File: src/verilog/soc_config.svh
`ifndef SOC_CONFIG_SVH
`define SOC_CONFIG_SVH

// bus widths
`define SOC_ADDR_BITS 8
`define SOC_DATA_BITS 32

// one spi frame of opcode, address and data
`define SOC_FRAME_BITS 48

// address map
`define SOC_MEM_WORDS 64
`define SOC_GPIO_BASE 8'h40
`define SOC_GPIO_REGS 3

// spi pin synchronizer depth
`define SOC_SYNC_STAGES 2

`endif

File: src/verilog/soc_pkg.sv
`include "soc_config.svh"

package soc_pkg;

    typedef enum logic [7:0] {
        OP_WRITE = 8'h01,
        OP_READ  = 8'h02
    } opcode_e;

    typedef struct packed {
        logic [7:0]                opcode;
        logic [`SOC_ADDR_BITS-1:0] addr;
        logic [`SOC_DATA_BITS-1:0] data;
    } spi_wr_cmd_t;

    // read frames carry no payload in the tail
    typedef struct packed {
        logic [7:0]                opcode;
        logic [`SOC_ADDR_BITS-1:0] addr;
        logic [`SOC_DATA_BITS-1:0] unused;
    } spi_rd_cmd_t;

    typedef union packed {
        spi_wr_cmd_t wr;
        spi_rd_cmd_t rd;
    } spi_frame_u;

    typedef struct packed {
        logic [4:0] rsvd;
        logic       bad_op;
        logic       was_write;
        logic       bus_err;
    } status_t;

endpackage

File: src/verilog/bus_if.sv
`timescale 1ns/1ps
`include "soc_config.svh"

interface bus_if;

    logic                      req_valid;
    logic                      req_ready;
    logic                      req_we;
    logic [`SOC_ADDR_BITS-1:0] req_addr;
    logic [`SOC_DATA_BITS-1:0] req_wdata;

    // response comes one cycle after the transfer
    logic                      rsp_valid;
    logic [`SOC_DATA_BITS-1:0] rsp_rdata;
    logic                      rsp_err;

    modport host (
        output req_valid, req_we, req_addr, req_wdata,
        input  req_ready, rsp_valid, rsp_rdata, rsp_err
    );

    modport device (
        input  req_valid, req_we, req_addr, req_wdata,
        output req_ready, rsp_valid, rsp_rdata, rsp_err
    );

endinterface

File: src/verilog/bus_decoder.sv
`timescale 1ns/1ps
`include "soc_config.svh"

module bus_decoder (
    input  logic   clk_i,
    input  logic   arst_n_i,
    bus_if.device  host,
    bus_if.host    mem,
    bus_if.host    gpio
);

    logic sel_mem;
    logic sel_gpio;
    logic sel_none;
    logic err_q;

    assign sel_mem  = (host.req_addr < `SOC_MEM_WORDS);
    assign sel_gpio = (host.req_addr >= `SOC_GPIO_BASE) &&
                      (host.req_addr <  `SOC_GPIO_BASE + `SOC_GPIO_REGS);
    assign sel_none = !sel_mem && !sel_gpio;

    // only the selected target sees req_valid
    assign mem.req_valid  = host.req_valid && sel_mem;
    assign mem.req_we     = host.req_we;
    assign mem.req_addr   = host.req_addr;
    assign mem.req_wdata  = host.req_wdata;

    // gpio sees its register offset
    assign gpio.req_valid = host.req_valid && sel_gpio;
    assign gpio.req_we    = host.req_we;
    assign gpio.req_addr  = host.req_addr - `SOC_GPIO_BASE;
    assign gpio.req_wdata = host.req_wdata;

    assign host.req_ready = sel_mem  ? mem.req_ready  :
                            sel_gpio ? gpio.req_ready : 1'b1;

    // unmapped addresses get an error a cycle later
    always_ff @(posedge clk_i or negedge arst_n_i) begin
        if (!arst_n_i) begin
            err_q <= 1'b0;
        end else begin
            err_q <= host.req_valid && sel_none;
        end
    end

    assign host.rsp_valid = mem.rsp_valid || gpio.rsp_valid || err_q;
    assign host.rsp_rdata = mem.rsp_valid  ? mem.rsp_rdata  :
                            gpio.rsp_valid ? gpio.rsp_rdata : '0;
    assign host.rsp_err   = err_q || (mem.rsp_valid && mem.rsp_err) ||
                            (gpio.rsp_valid && gpio.rsp_err);

    a_rsp_after_xfer: assert property (@(posedge clk_i) disable iff (!arst_n_i)
        host.rsp_valid |-> $past(host.req_valid && host.req_ready));

    a_one_responder: assert property (@(posedge clk_i) disable iff (!arst_n_i)
        !(mem.rsp_valid && gpio.rsp_valid));

endmodule

File: src/verilog/data_memory.sv
`timescale 1ns/1ps
`include "soc_config.svh"

module data_memory (
    input  logic   clk_i,
    input  logic   arst_n_i,
    bus_if.device  bus
);

    localparam int IDX_W = $clog2(`SOC_MEM_WORDS);

    logic [`SOC_DATA_BITS-1:0] mem_q [`SOC_MEM_WORDS];
    logic [`SOC_DATA_BITS-1:0] rdata_q;
    logic                      rsp_valid_q;
    logic                      xfer;
    logic [IDX_W-1:0]          idx;

    assign bus.req_ready = 1'b1;
    assign xfer          = bus.req_valid && bus.req_ready;
    assign idx           = bus.req_addr[IDX_W-1:0];

    always_ff @(posedge clk_i or negedge arst_n_i) begin
        if (!arst_n_i) begin
            for (int i = 0; i < `SOC_MEM_WORDS; i++) begin
                mem_q[i] <= '0;
            end
        end else if (xfer && bus.req_we) begin
            mem_q[idx] <= bus.req_wdata;
        end
    end

    always_ff @(posedge clk_i or negedge arst_n_i) begin
        if (!arst_n_i) begin
            rsp_valid_q <= 1'b0;
        end else begin
            rsp_valid_q <= xfer;
        end
    end

    always_ff @(posedge clk_i) begin
        if (xfer) begin
            rdata_q <= bus.req_we ? '0 : mem_q[idx];
        end
    end

    assign bus.rsp_valid = rsp_valid_q;
    assign bus.rsp_rdata = rdata_q;
    assign bus.rsp_err   = 1'b0;

    // the decoder must never route the gpio or unmapped range here
    a_addr_in_range: assert property (@(posedge clk_i) disable iff (!arst_n_i)
        bus.req_valid && bus.req_ready |-> bus.req_addr < `SOC_MEM_WORDS);

endmodule

File: src/verilog/gpio_device.sv
`timescale 1ns/1ps
`include "soc_config.svh"

module gpio_device (
    input  logic                      clk_i,
    input  logic                      arst_n_i,
    bus_if.device                     bus,
    output logic [`SOC_DATA_BITS-1:0] gpio_o
);

    localparam logic [`SOC_ADDR_BITS-1:0] OFS_OUT = 'd0;
    localparam logic [`SOC_ADDR_BITS-1:0] OFS_SET = 'd1;
    localparam logic [`SOC_ADDR_BITS-1:0] OFS_CLR = 'd2;

    logic [`SOC_DATA_BITS-1:0] gpio_q;
    logic [`SOC_DATA_BITS-1:0] rdata_q;
    logic                      rsp_valid_q;
    logic                      xfer;

    assign bus.req_ready = 1'b1;
    assign xfer          = bus.req_valid && bus.req_ready;

    always_ff @(posedge clk_i or negedge arst_n_i) begin
        if (!arst_n_i) begin
            gpio_q      <= '0;
            rsp_valid_q <= 1'b0;
        end else begin
            rsp_valid_q <= xfer;
            if (xfer && bus.req_we) begin
                case (bus.req_addr)
                    OFS_OUT: gpio_q <= bus.req_wdata;
                    OFS_SET: gpio_q <= gpio_q | bus.req_wdata;
                    OFS_CLR: gpio_q <= gpio_q & ~bus.req_wdata;
                    default: gpio_q <= gpio_q;
                endcase
            end
        end
    end

    // reads see the output register at every offset
    always_ff @(posedge clk_i) begin
        if (xfer) begin
            rdata_q <= gpio_q;
        end
    end

    assign bus.rsp_valid = rsp_valid_q;
    assign bus.rsp_rdata = rdata_q;
    assign bus.rsp_err   = 1'b0;
    assign gpio_o        = gpio_q;

endmodule

File: src/verilog/soc_top.sv
`timescale 1ns/1ps
`include "soc_config.svh"

module soc_top (
    input  logic                      clk_i,
    input  logic                      arst_n_i,
    input  logic                      spi_sclk_i,
    input  logic                      spi_cs_n_i,
    input  logic                      spi_sdi_i,
    output logic                      spi_sdo_o,
    output logic [`SOC_DATA_BITS-1:0] gpio_o
);

    bus_if host_bus ();
    bus_if mem_bus ();
    bus_if gpio_bus ();

    // single host on the bus
    spi_device_bridge u_spi_device_bridge (
        .clk_i      (clk_i      ),
        .arst_n_i   (arst_n_i   ),
        .spi_sclk_i (spi_sclk_i ),
        .spi_cs_n_i (spi_cs_n_i ),
        .spi_sdi_i  (spi_sdi_i  ),
        .spi_sdo_o  (spi_sdo_o  ),
        .host       (host_bus   )
    );

    bus_decoder u_bus_decoder (
        .clk_i      (clk_i      ),
        .arst_n_i   (arst_n_i   ),
        .host       (host_bus   ),
        .mem        (mem_bus    ),
        .gpio       (gpio_bus   )
    );

    data_memory u_data_memory (
        .clk_i      (clk_i      ),
        .arst_n_i   (arst_n_i   ),
        .bus        (mem_bus    )
    );

    gpio_device u_gpio_device (
        .clk_i      (clk_i      ),
        .arst_n_i   (arst_n_i   ),
        .bus        (gpio_bus   ),
        .gpio_o     (gpio_o     )
    );

endmodule

File: src/verilog/spi_device_bridge.sv
`timescale 1ns/1ps
`include "soc_config.svh"

module spi_device_bridge (
    input  logic  clk_i,
    input  logic  arst_n_i,
    input  logic  spi_sclk_i,
    input  logic  spi_cs_n_i,
    input  logic  spi_sdi_i,
    output logic  spi_sdo_o,
    bus_if.host   host
);

    import soc_pkg::*;

    localparam int                 CNT_W    = $clog2(`SOC_FRAME_BITS + 2);
    localparam logic [CNT_W-1:0]   CNT_FULL = CNT_W'(`SOC_FRAME_BITS);
    localparam status_t            BAD_STATUS = '{rsvd: '0, bad_op: 1'b1,
                                                  was_write: 1'b0, bus_err: 1'b0};

    logic [`SOC_SYNC_STAGES-1:0]   sclk_sync_q;
    logic [`SOC_SYNC_STAGES-1:0]   cs_n_sync_q;
    logic [`SOC_SYNC_STAGES-1:0]   sdi_sync_q;
    logic                          sclk_s;
    logic                          cs_n_s;
    logic                          sdi_s;
    logic                          sclk_d_q;
    logic                          cs_n_d_q;
    logic                          sclk_rise;
    logic                          sclk_fall;
    logic                          cs_rise;
    logic                          cs_fall;

    logic [CNT_W-1:0]              bit_cnt_q;
    logic [`SOC_FRAME_BITS-1:0]    rx_q;
    logic [`SOC_FRAME_BITS-1:0]    tx_q;
    logic [`SOC_FRAME_BITS-1:0]    result_q;
    spi_frame_u                    frame;

    logic                          is_write;
    logic                          is_read;
    logic                          frame_ok;
    logic [`SOC_ADDR_BITS-1:0]     cmd_addr;
    status_t                       rsp_status;

    logic                          req_valid_q;
    logic                          busy_q;
    logic                          req_we_q;
    logic [`SOC_ADDR_BITS-1:0]     req_addr_q;
    logic [`SOC_DATA_BITS-1:0]     req_wdata_q;

    // cs_n idles high so its chain resets to ones
    always_ff @(posedge clk_i or negedge arst_n_i) begin
        if (!arst_n_i) begin
            sclk_sync_q <= '0;
            cs_n_sync_q <= '1;
            sdi_sync_q  <= '0;
            sclk_d_q    <= 1'b0;
            cs_n_d_q    <= 1'b1;
        end else begin
            sclk_sync_q <= {sclk_sync_q[`SOC_SYNC_STAGES-2:0], spi_sclk_i};
            cs_n_sync_q <= {cs_n_sync_q[`SOC_SYNC_STAGES-2:0], spi_cs_n_i};
            sdi_sync_q  <= {sdi_sync_q[`SOC_SYNC_STAGES-2:0], spi_sdi_i};
            sclk_d_q    <= sclk_s;
            cs_n_d_q    <= cs_n_s;
        end
    end

    assign sclk_s    = sclk_sync_q[`SOC_SYNC_STAGES-1];
    assign cs_n_s    = cs_n_sync_q[`SOC_SYNC_STAGES-1];
    assign sdi_s     = sdi_sync_q[`SOC_SYNC_STAGES-1];
    assign sclk_rise = sclk_s & ~sclk_d_q & ~cs_n_s;
    assign sclk_fall = ~sclk_s & sclk_d_q & ~cs_n_s;
    assign cs_rise   = cs_n_s & ~cs_n_d_q;
    assign cs_fall   = ~cs_n_s & cs_n_d_q;

    // counter saturates one past a full frame so long frames fail too
    always_ff @(posedge clk_i or negedge arst_n_i) begin
        if (!arst_n_i) begin
            bit_cnt_q <= '0;
        end else if (cs_fall) begin
            bit_cnt_q <= '0;
        end else if (sclk_rise && bit_cnt_q <= CNT_FULL) begin
            bit_cnt_q <= bit_cnt_q + 1'b1;
        end
    end

    always_ff @(posedge clk_i) begin
        if (sclk_rise) begin
            rx_q <= {rx_q[`SOC_FRAME_BITS-2:0], sdi_s};
        end
    end

    // sdo shifts out the previous result msb first
    always_ff @(posedge clk_i or negedge arst_n_i) begin
        if (!arst_n_i) begin
            tx_q <= '0;
        end else if (cs_fall) begin
            tx_q <= result_q;
        end else if (sclk_fall) begin
            tx_q <= {tx_q[`SOC_FRAME_BITS-2:0], 1'b0};
        end
    end

    assign spi_sdo_o = tx_q[`SOC_FRAME_BITS-1];

    assign frame    = rx_q;
    assign is_write = (frame.wr.opcode == OP_WRITE);
    assign is_read  = (frame.rd.opcode == OP_READ);
    assign cmd_addr = frame.rd.addr;
    assign frame_ok = cs_rise && (bit_cnt_q == CNT_FULL) && !busy_q;

    always_comb begin
        rsp_status           = '0;
        rsp_status.bus_err   = host.rsp_err;
        rsp_status.was_write = req_we_q;
    end

    always_ff @(posedge clk_i or negedge arst_n_i) begin
        if (!arst_n_i) begin
            req_valid_q <= 1'b0;
            busy_q      <= 1'b0;
            result_q    <= '0;
        end else begin
            if (frame_ok && (is_write || is_read)) begin
                req_valid_q <= 1'b1;
                busy_q      <= 1'b1;
            end else if (frame_ok) begin
                result_q <= {BAD_STATUS, cmd_addr, `SOC_DATA_BITS'(0)};
            end
            if (host.req_valid && host.req_ready) begin
                req_valid_q <= 1'b0;
            end
            if (host.rsp_valid) begin
                busy_q   <= 1'b0;
                // no read data after a write or an error
                result_q <= {rsp_status, req_addr_q,
                             (req_we_q || host.rsp_err) ? `SOC_DATA_BITS'(0) : host.rsp_rdata};
            end
        end
    end

    always_ff @(posedge clk_i) begin
        if (frame_ok && (is_write || is_read)) begin
            req_we_q    <= is_write;
            req_addr_q  <= cmd_addr;
            req_wdata_q <= is_write ? frame.wr.data : '0;
        end
    end

    assign host.req_valid = req_valid_q;
    assign host.req_we    = req_we_q;
    assign host.req_addr  = req_addr_q;
    assign host.req_wdata = req_wdata_q;

    a_req_stable: assert property (@(posedge clk_i) disable iff (!arst_n_i)
        host.req_valid && !host.req_ready |=>
            host.req_valid && $stable({host.req_we, host.req_addr, host.req_wdata}));

endmodule
File: config.mk
export PLATFORM = sky130hd
export DESIGN_NAME = soc_top
export DESIGN_NICKNAME = d
export VERILOG_FILES = /design/src/verilog/soc_pkg.sv /design/src/verilog/bus_if.sv /design/src/verilog/bus_decoder.sv /design/src/verilog/data_memory.sv /design/src/verilog/gpio_device.sv /design/src/verilog/soc_top.sv /design/src/verilog/spi_device_bridge.sv
export VERILOG_INCLUDE_DIRS = /design/src /design/src/verilog
export SDC_FILE = /design/constraint.sdc
export NUM_CORES = 2
export LEC_CHECK = 0
export BUFFER_PORTS_ARGS = -buffer_cell sky130_fd_sc_hd__buf_2
export CAP_MARGIN = 20
export CORE_MARGIN = 2
export CORE_UTILIZATION = 50
export DETAILED_ROUTE_END_ITERATION = 12
export HOLD_SLACK_MARGIN = 0.08
export PLACE_DENSITY_LB_ADDON = 0.1
export RECOVER_POWER = 100
export SETUP_SLACK_MARGIN = 0.4
export SLEW_MARGIN = 40
export SYNTH_ARGS = -nofsm -noshare
export SYNTH_HDL_FRONTEND = slang
export SYNTH_SLANG_ARGS = --single-unit
File: constraint.sdc
create_clock -name clk_i -period 13 [get_ports clk_i]
set_input_delay 2.6 -clock clk_i [delete_from_list [all_inputs] [get_ports clk_i]]
set_output_delay 2.6 -clock clk_i [all_outputs]
set_load 0.05 [all_outputs]
# Word level (Yosys, flattened, before mapping)
# Cells that the tools add are included.
[word_totals]
regBits = 2348
output_inout_bits = 33
word_cells = 160
[op_classes]
addsub = 2
order_cmp = 6
eq_ne = 6
muxes = 21
bitwise = 14
n_reduce_logical = 27
[ops]
columns = ["cell", "n"]
rows = [
  ["bitwise mux 2048 bit", 1],
  ["2-to-1 mux 48 bit", 5],
  ["binary-select mux 32 bit (select 6 bit)", 1],
  ["demux 32 bit (select 6 bit)", 1],
  ["2-to-1 mux 32 bit", 6],
  ["one-hot mux 32 bit (3 select lines)", 1],
  ["AND 32 bit", 1],
  ["NOT 32 bit", 1],
  ["OR 32 bit", 1],
  ["== test 8 x 1 -> 1 bit (second input constant)", 2],
  ["== test 8 x 2 -> 1 bit (second input constant)", 2],
  ["< comparator 8 x 7 -> 1 bit (second input constant)", 2],
  ["logical AND 1 bit", 12],
  ["2-to-1 mux 6 bit", 2],
  [">= comparator 8 x 7 -> 1 bit (second input constant)", 1],
  ["logical NOT 8 bit", 1],
  ["nonzero test 2 bit", 4],
  ["subtractor 8 x 7 -> 8 bit (second input constant)", 1],
  [">= comparator 7 bit (second input constant)", 1],
  ["< comparator 7 x 1 -> 1 bit (second input constant)", 1],
  ["NOT 6 -> 7 bit", 1],
  ["adder 6 x 1 -> 6 bit (second input constant)", 1],
  ["AND 1 bit", 6],
  ["== test 6 bit (second input constant)", 1],
  ["8 further kinds", 20],
]

# Logic depth before layout (Yosys ltp)
[logic_depth]
depth_word = 7
mapped_depth = 9
mapped_depth_nobuf = 7

# By module
# A second synthesis with hierarchy kept.
[hier_totals]
cells_unflattened = 7426
area_unflattened_um2 = 104667.9
[modules_own_cells]
columns = ["mod", "n_inst", "cells_each", "area_each_um2", "seq_area_each_um2"]
rows = [
  ["data_memory", 1, 6586, 93606.0, 52235.1],
  ["spi_device_bridge", 1, 518, 7353.3, 5353.9],
  ["gpio_device", 1, 183, 2647.5, 1786.7],
  ["bus_decoder", 1, 139, 1061.0, 25.0],
]

# Least setup slack after synthesis
# No wires, ideal clock.
[synth_timing]
path_kind = "reg-to-reg"
from = "reg u_spi_device_bridge.cs_n_sync_q[1]"
to = "reg u_spi_device_bridge.bit_cnt_q[3]"
setup_ps = 132
arrival_ps = 4753
required_ps = 12868
setup_slack_ps = 8115
path_stages_with_launch = 6
n_path_buf = 0
cell_sequence = "dfstp_2 > nor3b_1 > o21a_1 > nand4_1 > xor2_1 > nor2_1"
[synth_via]
elab_chain_len = 4
elab_cells_between_ends = 6
classes_between = "mux (1); bitwise (3); reduce/logical (2)"
[synth_rtl]
columns = ["element", "line", "source"]
rows = [
  ["start: declaration", "spi_device_bridge.sv:22", "logic [`SOC_SYNC_STAGES-1:0] cs_n_sync_q;"],
  ["start signal: assignment", "spi_device_bridge.sv:62", "cs_n_sync_q <= {cs_n_sync_q[`SOC_SYNC_STAGES-2:0], spi_cs_n_i};"],
  ["NOT 1 bit", "spi_device_bridge.sv:72", "assign sclk_rise = sclk_s & ~sclk_d_q & ~cs_n_s;"],
  ["AND 1 bit", "spi_device_bridge.sv:72", ""],
  ["net u_spi_device_bridge.sclk_rise", "spi_device_bridge.sv:29", "logic sclk_rise;"],
  ["logical AND 1 bit", "spi_device_bridge.sv:83", "end else if (sclk_rise && bit_cnt_q <= CNT_FULL) begin"],
  ["nonzero test 2 bit (no line)", "--", ""],
  ["end signal: assignment", "spi_device_bridge.sv:84", "bit_cnt_q <= bit_cnt_q + 1'b1;"],
  ["end: declaration", "spi_device_bridge.sv:34", "logic [CNT_W-1:0] bit_cnt_q;"],
]
# The timed path passes the listed nets, and every way through them passes these cells.
# A chain may end at the register's enable or synchronous reset.

# Worst setup path after layout
[layout_timing]
from = "reg u_spi_device_bridge.req_addr_q[2], in the netlist u_spi_device_bridge.host.req_addr[2]"
to = "reg u_data_memory.rdata_q[26], in the netlist u_data_memory.bus.rsp_rdata[26] (data pin)"
[layout_via]
elab_chain_len = 4
[layout_rtl]
columns = ["element", "line", "source"]
rows = [
  ["start: declaration", "spi_device_bridge.sv:49", "logic [`SOC_ADDR_BITS-1:0] req_addr_q;"],
  ["start signal: assignment", "spi_device_bridge.sv:146", "req_addr_q <= cmd_addr;"],
  ["NOT 6 -> 7 bit (implied by the code)", "data_memory.sv:42", "rdata_q <= bus.req_we ? '0 : mem_q[idx];"],
  ["binary-select mux 32 bit (select 6 bit)", "data_memory.sv:42", ""],
  ["2-to-1 mux 32 bit (implied by the code) (2 in a row)", "data_memory.sv:42", ""],
  ["end signal: assignment", "data_memory.sv:42", ""],
  ["end: declaration", "data_memory.sv:13", "logic [`SOC_DATA_BITS-1:0] rdata_q;"],
]
# No other way between the ends. The select of a mux whose other input is x is not followed.

==> out/metrics.cfg <==
[finish]
syn_to_final_growth_pct=10.5
drive_gt1_frac=0.438
finalNonFillerCells=9818
fin_nets=6931
fillerInstances=16800

[clock_tree]
hold_buffers=0
clkSinkCount=2343
cts.repair.resized=0
numCtsBuffers=274
cts_tree=yes
worst_skew_pair.late_latency_ns=0.92
clk_path_buf_depth=4
htreeDepth=5
cts.clk_slew.worst_paths_ns=0.06
cts_setup_buffers=0
clock_tree.root_cell=clkbuf_16

[critical_path]
cp_common_cell=clkbuf_1
crit_chain=clkbuf_1, clkbuf_1, nor2b_4, clkbuf_1, buf_4, a22oi_1, nor2_1, o21ai_0, a41oi_1
worstPathRequired_ns=13.60
cp-start-kind=flop
arrival_ns=9.55
crit_path_top_delay_cell=clkbuf_1
worst-setup-path-type=reg -> reg
endpoint_kind=flop
cp_slowest_stage_delay_ns=2.51
crit_fanout=52

[power_and_ir_drop]
p_sw_mw=3.11
power_density_mw_per_mm2=129
cellLeakagePower_nw=54.3
p_int_mw=11.7
comb_power_share=0.012
p_total_mw=14.8
seqPwrFrac=0.499
max-vdd-ir-drop_mv=0.148
clkPwrFrac=0.490
sw_frac_of_total=0.210

[sta]
tns_ns=0
worstMarginPinSlew_ns=6.00
fin_crit_ns=8.95
setup_viol=0
slew_headroom=-3.00
hold_violations=0
fin_skew_ns=0.0430
layout_worst_path_cycle_share=0.689
fmax_mhz=112
rsz0062_at_grt=false
drv_slew=2299

[global_routing]
grt_max_degree=156
antenna_found_initial=10
grt_usage=0.280
grt_pass1_vias=64500
grt_pass1_wl_um=438000
grt_overflow=0

[route]
via_per_inst=6.32
first_iter_violations=4798
drcViolationCount=0
drtAntennaViolNets=0
wirelength_um=294000
drt_first_pass_iters=5
wl_per_cell_um=30.0
vias=62000

[floorplanning]
dieHeight_um=460
initial_core_util=0.503
die_w_um=460
pin_count=38
coreArea_mm2=0.207
rows=167
dieArea_mm2=0.212

[synthesis]
synth_edf_count=153
async_flop_share=0.935
synth_top_cell_by_area=dfrtp_1
yosys_register_bits=2343
synth.distinct_cells=57
netlist_instances=7138
yosys-top-cells-area=dfrtp_1, mux2_2, mux4_2, edfxtp_1, a22oi_1
synth_area_per_cell_um2=14.6
yosys_warnings=0
synth_ff_type=dfrtp_1
seq_area_frac_synth=0.571
synthesis.area_mm2=0.104
synth_fp_nets=7145
yosysTopAreaCellShare=0.526

[status]
violations=max-capacitance violations, max-slew violations
status=finished with violations

[placed_design]
place_inst=9345
dp_hpwl_um=162000
numPortBuffers=37
place.gp.congestion=0.791

[hold_path]
hold_path.class=reg -> reg

[job]
maxCapViolations=66

==> Yosys cell counts (all sizes together) (6+ instances only) <==
library cell	number
a21oi	91
a221oi	192
a22oi	310
a41oi	31
and2	36
buf	318
clkbuf	415
dfrtp	2187
edfxtp	153
inv	6
mux2	2307
mux2i	112
mux4	254
nand2	192
nor2	190
nor2b	7
nor3b	8
o21ai	138
o22ai	95
o2bb2ai	33
==> cell families (layout without fill, tap and decap cells) <==
family | Yosys count | count (layout) | share of synthesized area
buffers and inverters | 739 | 703 | 0.0306
AO/OA/AOI/OAI | 906 | 906 | 0.0620
other | 0 | 12 | 0
flip-flops | 2343 | 2343 | 0.571
multiplexers | 2673 | 2673 | 0.316
adder cells (fa/ha/maj) | 2 | 2 | 0.000241
AND/OR/NAND/NOR | 470 | 470 | 0.0197
XOR/XNOR | 5 | 5 | 0.000421
==> area by class of cell <==
type / instances / area, um^2 / share of cell area
multi-input combinational: 4056 / 41700 / 0.363
clock inverter: 46 / 323 / 0.00281
timing repair buffer: 243 / 1980 / 0.0172
inverter: 6 / 35.0 / 0.000305
tap: 2704 / 3380 / 0.0295
antenna: 12 / 30.0 / 0.000261
sequential: 2343 / 59400 / 0.517
clock buffer: 408 / 8020 / 0.0698
==> worst max-delay path: cells and delay by family (launching register included) <==
kind | cells | cell delay [ns]
AO/OA/AOI/OAI | 3 | 1.23
buffers and inverters | 4 | 5.99
flip-flops | 1 | 0.63
AND/OR/NAND/NOR | 2 | 0.52
==> cell usage in the layout, fill, tap and decap left out, types with 153 or more instances in the layout <==
| cell type | count |
|---|---|
| nand2_1 | 176 |
| mux4_2 | 254 |
| edfxtp_1 | 153 |
| clkbuf_1 | 177 |
| clkbuf_16 | 280 |
| a221oi_1 | 192 |
| dfrtp_1 | 2187 |
| nor2_1 | 165 |
| a22oi_1 | 308 |
| mux2_2 | 2275 |
==> flip-flops by register name, indices dropped and copies added, names as in the netlist, 2 cells and up <==
name and cells:
u_data_memory.mem_q 2048, u_spi_device_bridge.frame 48, u_spi_device_bridge.tx_q 48, u_spi_device_bridge.result_q 43
u_data_memory.bus.rsp_rdata 32, u_gpio_device.bus.rsp_rdata 32, u_gpio_device.gpio_o 32, u_spi_device_bridge.host.req_wdata 32
u_spi_device_bridge.host.req_addr 8, u_spi_device_bridge.bit_cnt_q 6, u_spi_device_bridge.cs_n_sync_q 2, u_spi_device_bridge.sclk_sync_q 2
u_spi_device_bridge.sdi_sync_q 2
==> routing by layer <==
| layer | part of all wire | vias up | global-route usage | routed length (um) |
|---|---|---|---|---|
| met4 | 0.033 | 0 | 0.0904 | 9830 |
| met1 | 0.44 | 33700 | 0.391 | 130000 |
| li1 | - | 26100 | - | - |
| met3 | 0.051 | 522 | 0.0392 | 15000 |
| met2 | 0.48 | 1659 | 0.453 | 140000 |
| met5 | 0 | - | 0 | 0 |
==> power groups by stage <==
| stage | Clock, mW | Sequential [mW] | Combinational (mW) |
|---|---|---|---|
| floorplan | 0 | 7.50 | 0.0134 |
| global placement | 0 | 7.50 | 0.166 |
| detailed placement | 0 | 7.50 | 0.177 |
| CTS | 7.38 | 7.37 | 0.177 |
| global route | 7.69 | 7.36 | 0.200 |
| finish | 7.23 | 7.37 | 0.170 |
==> path summary, 6_finish.rpt <==
kind,start,end,slack [ns],depth (start not counted)
max in group asynchronous,arst_n_i,u_data_memory.mem_q[888],5.16,4
hold reg to reg,u_spi_device_bridge.sdi_sync_q[0],u_spi_device_bridge.sdi_sync_q[1],0.35,0
hold / removal,u_spi_device_bridge.sdi_sync_q[0],u_spi_device_bridge.sdi_sync_q[1],0.35,0
min in group asynchronous,arst_n_i,u_data_memory.mem_q[1275],2.70,1
setup / recovery,u_spi_device_bridge.host.req_addr[2],u_data_memory.bus.rsp_rdata[26],4.05,9
setup reg to reg,u_spi_device_bridge.host.req_addr[2],u_data_memory.bus.rsp_rdata[26],4.05,9
==> metrics by stage <==
stage                     instance area [um^2]   util  hold slack (ns)  worst slack [ns]
after detailed placement                107000  0.516            0.341              7.91
after global routing                    115000  0.555            0.371              3.85
after floorplan                         104000      -            0.331              8.11
after global placement                  106000  0.514            0.342              7.74
after CTS                               115000  0.557            0.354              7.89
final                                   115000  0.555            0.351              4.05
No activity file was read; power rests on OpenSTA's default activity.
